<file path="config.mk">
export PLATFORM = sky130hd
export DESIGN_NAME = corr_top
export DESIGN_NICKNAME = d
export VERILOG_FILES = /design/src/source/corr_pkg.sv /design/src/source/corr_adder_chain.sv /design/src/source/corr_collector.sv /design/src/source/corr_sequencer.sv /design/src/source/corr_top.sv
export VERILOG_INCLUDE_DIRS = /design/src /design/src/include
export SDC_FILE = /design/constraint.sdc
export NUM_CORES = 1
export LEC_CHECK = 0
export ABC_AREA = 1
export ABC_CLOCK_PERIOD_IN_PS = 7800
export BUFFER_PORTS_ARGS = -buffer_cell sky130_fd_sc_hd__buf_2
export CORE_ASPECT_RATIO = 0.5
export CORE_MARGIN = 1.5
export CORE_UTILIZATION = 35
export CTS_BUF_LIST = sky130_fd_sc_hd__clkbuf_4
export CTS_CLUSTER_SIZE = 25
export DETAILED_ROUTE_END_ITERATION = 8
export HOLD_SLACK_MARGIN = 0.12
export PLACE_DENSITY_LB_ADDON = 0.15
export SYNTH_ARGS = -nofsm -noshare
export SYNTH_HDL_FRONTEND = slang
export SYNTH_SLANG_ARGS = --single-unit
</file>
<file path="constraint.sdc">
create_clock -name clk -period 7.8 [get_ports clk]
set_input_delay 1.17 -clock clk [delete_from_list [all_inputs] [get_ports clk]]
set_output_delay 1.17 -clock clk [all_outputs]
set_load 0.005 [all_outputs]
</file>
<file path="src/include/corr_config.svh">
//////////////////////////////
// correlator configuration
// lane count, widths, correlator length and tap words
//////////////////////////////

`ifndef CORR_CONFIG_SVH
`define CORR_CONFIG_SVH

// lanes per input frame, power of two
`define CORR_NUM_PARALLEL 4

// signed sample width per lane
`define CORR_SAMPLE_WIDTH 6

// signed accumulator width, holds 8 x full-scale sample
`define CORR_ACC_WIDTH 12

// taps per correlator
`define CORR_LENGTH 8

// number of correlators, power of two
`define CORR_NUM_CORRS 2

// tap words, correlator 0 in the low byte
// bit k set means +1 for x[n-k], clear means -1
`define CORR_TAPS 16'h69B2

// packed stream widths, lane 0 in the low bits
`define CORR_IN_WIDTH (`CORR_NUM_PARALLEL * `CORR_SAMPLE_WIDTH)
`define CORR_OUT_WIDTH (`CORR_NUM_PARALLEL * `CORR_ACC_WIDTH)

`endif

</file>
<file path="src/source/corr_pkg.sv">
//////////////////////////////
// correlator types
// sample, sum and index types shared by the pipeline
//////////////////////////////

`include "corr_config.svh"

package corr_pkg;

  // index widths
  localparam int LANE_BITS = $clog2(`CORR_NUM_PARALLEL);
  // at least one bit, even with a single correlator
  localparam int CORR_BITS = (`CORR_NUM_CORRS > 1) ? $clog2(`CORR_NUM_CORRS) : 1;
  localparam int NUM_SLOTS = `CORR_NUM_PARALLEL * `CORR_NUM_CORRS;
  localparam int SLOT_BITS = (NUM_SLOTS > 1) ? $clog2(NUM_SLOTS) : 1;

  // one lane sample
  typedef logic signed [`CORR_SAMPLE_WIDTH-1:0] sample_t;

  // partial or final correlation sum
  typedef logic signed [`CORR_ACC_WIDTH-1:0] acc_t;

  // lane within a frame
  typedef logic [LANE_BITS-1:0] lane_t;

  // correlator number, also the output dest
  typedef logic [CORR_BITS-1:0] corr_t;

  // correlator major, lane minor
  // slot = corr * lanes + lane
  typedef logic [SLOT_BITS-1:0] slot_t;

endpackage

</file>
<file path="src/source/corr_adder_chain.sv">
//////////////////////////////
// correlator adder chain
// one sign-apply adder per tap, partial sums kept
// per slot between stages until the next frame
//////////////////////////////

`timescale 1ns/1ps

`include "corr_config.svh"

module corr_adder_chain (
  input  logic                     clk,
  input  logic                     arst_n,
  input  logic                     stall,
  // slot stream from the sequencer
  input  logic                     slot_valid,
  input  corr_pkg::slot_t          slot,
  input  corr_pkg::sample_t        sample,
  input  logic [`CORR_LENGTH-1:0]  taps,
  // finished sums to the collector
  output logic                     sum_valid,
  output corr_pkg::slot_t          sum_slot,
  output corr_pkg::acc_t           sum
);

  import corr_pkg::*;

  // sample widened once, shared by all stages
  acc_t sample_ext;
  // signed sample per stage
  acc_t term      [`CORR_LENGTH];
  // partial from the stage before, previous frame
  acc_t part_rd   [`CORR_LENGTH];
  // adder output per stage
  acc_t stage_sum [`CORR_LENGTH];
  logic advance;

  assign advance    = slot_valid & ~stall;
  assign sample_ext = acc_t'(sample);

  // first stage starts from zero
  assign part_rd[0] = '0;

  //////////////////////////////
  // stages
  //////////////////////////////

  genvar j;
  generate
    for (j = 0; j < `CORR_LENGTH; j++) begin : g_stage
      // tap bits reversed, stage 0 sees the oldest sample
      assign term[j] = taps[`CORR_LENGTH-1-j] ? sample_ext : -sample_ext;
      assign stage_sum[j] = part_rd[j] + term[j];

      if (j < `CORR_LENGTH - 1) begin : g_store
        // per-slot partial, read back by stage j+1 next frame
        acc_t part_q [NUM_SLOTS];

        always_ff @(posedge clk or negedge arst_n) begin
          if (!arst_n) begin
            // history before reset counts as zero
            for (int i = 0; i < NUM_SLOTS; i++) begin
              part_q[i] <= '0;
            end
          end else if (advance) begin
            part_q[slot] <= stage_sum[j];
          end
        end

        assign part_rd[j+1] = part_q[slot];
      end
    end
  endgenerate

  //////////////////////////////
  // output register
  //////////////////////////////

  always_ff @(posedge clk or negedge arst_n) begin
    if (!arst_n) begin
      sum_valid <= 1'b0;
    end else if (!stall) begin
      sum_valid <= slot_valid;
    end
  end

  // last stage is the full correlation
  always_ff @(posedge clk) begin
    if (advance) begin
      sum_slot <= slot;
      sum      <= stage_sum[`CORR_LENGTH-1];
    end
  end

endmodule

</file>
<file path="src/source/corr_collector.sv">
//////////////////////////////
// correlator collector
// packs lane sums into one word per correlator and
// drives the output stream through a two-register buffer
//////////////////////////////

`timescale 1ns/1ps

`include "corr_config.svh"

module corr_collector (
  input  logic                        clk,
  input  logic                        arst_n,
  // sums from the adder chain
  input  logic                        sum_valid,
  input  corr_pkg::slot_t             sum_slot,
  input  corr_pkg::acc_t              sum,
  // pipeline hold
  output logic                        stall,
  // output stream
  output logic                        out_valid,
  output logic [`CORR_OUT_WIDTH-1:0]  out_data,
  output corr_pkg::corr_t             out_dest,
  input  logic                        out_ready
);

  import corr_pkg::*;

  localparam lane_t LAST_LANE = lane_t'(`CORR_NUM_PARALLEL - 1);

  // pending word, filled lane by lane
  logic                       pend_valid;
  logic [`CORR_OUT_WIDTH-1:0] pend_data;
  corr_t                      pend_dest;

  lane_t sum_lane;
  corr_t sum_corr;
  logic  sum_take;
  logic  word_done;
  logic  out_load;

  // slot back to lane and correlator
  assign sum_lane = lane_t'(sum_slot % `CORR_NUM_PARALLEL);
  assign sum_corr = corr_t'(sum_slot / `CORR_NUM_PARALLEL);

  // output register empty or handing off this cycle
  assign out_load = ~out_valid | out_ready;

  // both registers full and the sink not taking
  assign stall = pend_valid & out_valid & ~out_ready;

  assign sum_take  = sum_valid & ~stall;
  assign word_done = sum_take & (sum_lane == LAST_LANE);

  //////////////////////////////
  // pending register
  //////////////////////////////

  // a full pending word always drains unless stalled,
  // so new lanes can land here right away
  always_ff @(posedge clk or negedge arst_n) begin
    if (!arst_n) begin
      pend_valid <= 1'b0;
    end else if (word_done) begin
      pend_valid <= 1'b1;
    end else if (out_load) begin
      pend_valid <= 1'b0;
    end
  end

  always_ff @(posedge clk) begin
    if (sum_take) begin
      pend_data[sum_lane*`CORR_ACC_WIDTH +: `CORR_ACC_WIDTH] <= sum;
    end
    // dest taken with the last lane
    if (word_done) begin
      pend_dest <= sum_corr;
    end
  end

  //////////////////////////////
  // output register
  //////////////////////////////

  always_ff @(posedge clk or negedge arst_n) begin
    if (!arst_n) begin
      out_valid <= 1'b0;
    end else if (out_load) begin
      out_valid <= pend_valid;
    end
  end

  // word stays stable while waiting on out_ready
  always_ff @(posedge clk) begin
    if (out_load && pend_valid) begin
      out_data <= pend_data;
      out_dest <= pend_dest;
    end
  end

endmodule

</file>
<file path="src/source/corr_sequencer.sv">
//////////////////////////////
// correlator sequencer
// accepts one frame, then issues its slots one per cycle
// with the lane sample and the correlator tap word
//////////////////////////////

`timescale 1ns/1ps

`include "corr_config.svh"

module corr_sequencer (
  input  logic                        clk,
  input  logic                        arst_n,
  // input stream
  input  logic                        in_valid,
  input  logic [`CORR_IN_WIDTH-1:0]   in_data,
  output logic                        in_ready,
  // pipeline hold from the collector
  input  logic                        stall,
  // slot stream to the adder chain
  output logic                        slot_valid,
  output corr_pkg::slot_t             slot,
  output corr_pkg::sample_t           sample,
  output logic [`CORR_LENGTH-1:0]     taps
);

  import corr_pkg::*;

  localparam slot_t LAST_SLOT = slot_t'(NUM_SLOTS - 1);
  localparam logic [`CORR_NUM_CORRS*`CORR_LENGTH-1:0] TAP_WORDS = `CORR_TAPS;

  // frame held for slots 1..last
  logic [`CORR_IN_WIDTH-1:0] frame_q;
  // next slot to issue while busy
  slot_t                     cnt_q;
  logic                      busy_q;

  logic                      accept;
  logic                      issue;
  slot_t                     issue_slot;
  lane_t                     issue_lane;
  corr_t                     issue_corr;
  logic [`CORR_IN_WIDTH-1:0] frame_sel;

  // ready only once the last slot of the previous frame is out
  assign in_ready = ~busy_q & ~stall;
  assign accept   = in_valid & in_ready;

  // slot 0 goes out straight from the input on acceptance
  assign issue      = accept | (busy_q & ~stall);
  assign issue_slot = accept ? '0 : cnt_q;
  assign frame_sel  = accept ? in_data : frame_q;

  // split slot into correlator and lane
  assign issue_lane = lane_t'(issue_slot % `CORR_NUM_PARALLEL);
  assign issue_corr = corr_t'(issue_slot / `CORR_NUM_PARALLEL);

  //////////////////////////////
  // frame latch and slot counter
  //////////////////////////////

  always_ff @(posedge clk) begin
    if (accept) begin
      frame_q <= in_data;
    end
  end

  always_ff @(posedge clk or negedge arst_n) begin
    if (!arst_n) begin
      busy_q <= 1'b0;
      cnt_q  <= '0;
    end else if (issue) begin
      // frame done after the last slot
      if (issue_slot == LAST_SLOT) begin
        busy_q <= 1'b0;
        cnt_q  <= '0;
      end else begin
        busy_q <= 1'b1;
        cnt_q  <= slot_t'(issue_slot + 1'b1);
      end
    end
  end

  //////////////////////////////
  // slot output register
  //////////////////////////////

  // valid holds under stall
  always_ff @(posedge clk or negedge arst_n) begin
    if (!arst_n) begin
      slot_valid <= 1'b0;
    end else if (!stall) begin
      slot_valid <= issue;
    end
  end

  // sample and tap word per slot
  always_ff @(posedge clk) begin
    if (issue) begin
      slot   <= issue_slot;
      sample <= frame_sel[issue_lane*`CORR_SAMPLE_WIDTH +: `CORR_SAMPLE_WIDTH];
      taps   <= TAP_WORDS[issue_corr*`CORR_LENGTH +: `CORR_LENGTH];
    end
  end

endmodule

</file>
<file path="src/source/corr_top.sv">
//////////////////////////////
// streaming bit correlator
// sequencer, shared adder chain and output collector
//////////////////////////////

`timescale 1ns/1ps

`include "corr_config.svh"

module corr_top (
  input  logic                        clk,
  input  logic                        arst_n,
  // input stream, lane 0 in the low bits
  input  logic                        in_valid,
  input  logic [`CORR_IN_WIDTH-1:0]   in_data,
  output logic                        in_ready,
  // output stream, dest is the correlator
  output logic                        out_valid,
  output logic [`CORR_OUT_WIDTH-1:0]  out_data,
  output corr_pkg::corr_t             out_dest,
  input  logic                        out_ready
);

  import corr_pkg::*;

  // sequencer to chain
  logic                    slot_valid;
  slot_t                   slot;
  sample_t                 sample;
  logic [`CORR_LENGTH-1:0] taps;

  // chain to collector
  logic  sum_valid;
  slot_t sum_slot;
  acc_t  sum;

  // collector back to the pipeline
  logic  stall;

  corr_sequencer sequencer_i (
    .clk        (clk),
    .arst_n     (arst_n),
    .in_valid   (in_valid),
    .in_data    (in_data),
    .in_ready   (in_ready),
    .stall      (stall),
    .slot_valid (slot_valid),
    .slot       (slot),
    .sample     (sample),
    .taps       (taps)
  );

  corr_adder_chain adder_chain_i (
    .clk        (clk),
    .arst_n     (arst_n),
    .stall      (stall),
    .slot_valid (slot_valid),
    .slot       (slot),
    .sample     (sample),
    .taps       (taps),
    .sum_valid  (sum_valid),
    .sum_slot   (sum_slot),
    .sum        (sum)
  );

  corr_collector collector_i (
    .clk       (clk),
    .arst_n    (arst_n),
    .sum_valid (sum_valid),
    .sum_slot  (sum_slot),
    .sum       (sum),
    .stall     (stall),
    .out_valid (out_valid),
    .out_data  (out_data),
    .out_dest  (out_dest),
    .out_ready (out_ready)
  );

endmodule
</file>
==> results.toml <==
[timing]
report.final.slew_viol_count = 0
clock_skew_ps = 89.3
slew_headroom_pct = 10.3
fin_ws_ps = 2190
finalSetupTns_ps = 0
period_needed_ps = 5610
post-route-period-util_pct = 71.9
worst_pin_slew_ps = 1340
finalHoldViolCount = 0
setup_violations = 0
max_freq_mhz = 178
rsz0062_at_grt = "no"

[clock_tree]
cts.sinks = 827
ctsResizeCount = 0
htree_levels = 4
insertion_delay_ps = 1200
numCtsBuffers = 203
holdBufCountCts = 9
cts_tree = "yes"
path_clk_slew_ps = 70
clockRootBuffer = "clkbuf_4"
cts_setup_buffers = 0
clock_path_buffers = 3

[synthesis]
postSynthAreaPerCell_um2 = 8.09
netlist_area_um2 = 40300
synth_cell_type_count = 54
yosysTopAreaCellShare_pct = 42.2
synthArstFlopShare_pct = 82.2
ys_dominant_reg_cell = "dfrtp_1"
synthMuxAreaShare_pct = 0.0496
synth_simple_gate_area_share_pct = 25.5
synth_area_leaders = "dfrtp_1 (42%), nand2_1 (17%), edfxtp_1 (9.2%), o21ai_0 (5.7%), nand3_1 (4.0%)"
synth_compound_area_share_pct = 11.3
yosys_warnings = 0
synth_xor_area_share_pct = 1.14
synth_top_family_by_area = "simple AND/OR/NAND/NOR gates"
postSynthCellCount = 4986
synth_edf_count = 123
synthAdderAreaFrac_pct = 2.74
yosysTopAreaCell = "dfrtp_1"
yosysSeqAreaShare_pct = 52.5
synth_seq_cells = 827
syn_nets = 5098

[floorplan]
start_util_pct = 35.5
coreArea_um2 = 114000
die_y_um = 243
die_x_um = 483
ioPinCount = 79
row_count = 87
die_area_um2 = 117000

[placed_design]
hpwl_mm = 89.4
port_buffers = 78
dp_slack_ps = 2500
placed_cells = 6383
gp_congestion = 0.940

[global_routing]
antenna_found_initial = 7
gr-total-overflow = 0
grt_max_degree = 168
grt_pass1_wl_mm = 220
track_usage_pct = 24.9
grt_pass1_vias = 34210

[critical_path]
worstPathRequired_ps = 8780
r2r-start = "sequencer_i.taps[6]"
crit_path_top_delay_cell = "nand3_1"
timing.critical_path.max_delay_family = "buffers and inverters"
slowest_delay_ps = 720
crit_path_start_kind = "register"
rrSetupSlack_ps = 2190
path_buf_inv = 4
critical_path_class = "reg2reg"
cp-end-kind = "register"
cp.arrival_ps = 6580
r2r_end = "adder_chain_i.g_stage[2].g_store.part_q[81]"
timing.critical_path.from = "sequencer_i.taps[6]"
worstRegToRegCells = 14
cp_cell_sequence = "buf_4, nand3_1, inv_1, buf_4, a221oi_1, o2111ai_1, ha_1, a21o_1, a31oi_1, inv_1, a21oi_1, o21ai_0, xnor2_1, o21ai_0"
path_max_fanout = 45

[min_path]
worstHoldStart = "in_data[6]"
whs_path_depth = 3
min_to = "sequencer_i.frame_q[6]"
hold_class = "in2reg"

[outcome]
status = "finished, final reports clean"

[final_layout]
regArea_um2 = 21200
fin_cells = 6743
layout_common_cells = "nand2_1 (1870), dfrtp_1 (680), o21ai_0 (459)"
multi_input_area_um2 = 16500
nFillCells = 11641
finalNetCount = 5196
area_growth_pct = 11.0
layout-drive-gt1-share_pct = 10.6
final_common_cell = "nand2_1"

[route]
drt_pass1_iterations = 8
drtIter0Drc = 3622
routedWlPerCell_um = 21.6
drtAntennaViolNets = 0
via_count = 35420
wl_mm = 146
post-route-drc-count = 0
via_per_inst = 5.25

[job]
drv_cap = 0
how the worst max path moves through the flow:
stage,cells past startpoint,to
final,14,adder_chain_i.g_stage[2].g_store.part_q[81]
after global routing,14,adder_chain_i.g_stage[2].g_store.part_q[57]
after CTS,14,adder_chain_i.g_stage[2].g_store.part_q[81]
after detailed placement,14,adder_chain_i.g_stage[2].g_store.part_q[69]
after global placement,14,adder_chain_i.g_stage[2].g_store.part_q[33]
after floorplan,2,collector_i.out_data[0]
worst min-delay path, stage by stage:
cell and delay [ps]:
buf_2 80, nand2_1 40, nand2_1 50
sequential cells by signal, indices dropped and copies added (netlist names), 3 cells and up:
name                                  count
sequencer_i.frame_q                      24
sequencer_i.sample                        6
sequencer_i.cnt_q                         3
collector_i.out_data                     48
adder_chain_i.g_stage.g_store.part_q    672
collector_i.pend_data                    48
adder_chain_i.sum                        12
adder_chain_i.sum_slot                    3
stage by stage:
step / utilization, % / cell area, µm² / hold WS, ps
after global placement: 37.2 / 42200 / 404
final: 39.4 / 44800 / 241
after floorplan: - / 40300 / 400
after detailed placement: 37.2 / 42200 / 405
after CTS: 39.4 / 44800 / 121
after global routing: 39.4 / 44800 / 185
synth_stat cells (8+ instances only):
library cell	instances
inv_1	416
a221oi_1	43
nand3_1	326
inv_2	21
buf_1	13
dfrtp_1	680
a21oi_1	72
o21ai_1	47
or2_2	12
nor3_1	11
xor2_1	22
buf_4	17
o2111ai_1	11
nand2_1	1872
nor2_1	216
nand4_1	26
o22ai_1	112
xnor2_1	14
o21bai_1	8
buf_2	41
ha_1	77
nand2_2	21
dfxtp_1	24
clkbuf_1	169
edfxtp_1	123
a22oi_1	29
o21ai_0	462
nand3_2	14
cell families after synthesis:
logic type,count (synthesis)
AO/OA/AOI/OAI,808
XOR/XNOR,45
adder cells (fa/ha/maj),84
buffers and inverters,693
flip-flops,827
multiplexers,2
AND/OR/NAND/NOR,2527
layer usage:
metal / vias to the layer above / global-route usage [%] / part of all wire, %
li1: 16460 / - / -
met1: 17148 / 35.4 / 46
met3: 250 / 5.59 / 8.9
met2: 1558 / 37.3 / 43
met5: - / 0 / 0.016
met4: 4 / 8.00 / 2.4
final cells by class:
cell class | count | area share (%)
timing repair buffer | 143 | 2.23
clock inverter | 50 | 0.620
multi-input combinational | 3466 | 36.8
inverter | 443 | 3.76
antenna | 4 | 0.0223
tap | 1513 | 4.23
clock buffer | 297 | 4.98
sequential | 827 | 47.3
Power is not shown: default switching activity piles up to over one toggle a cycle in this logic, so the estimate is an artifact.
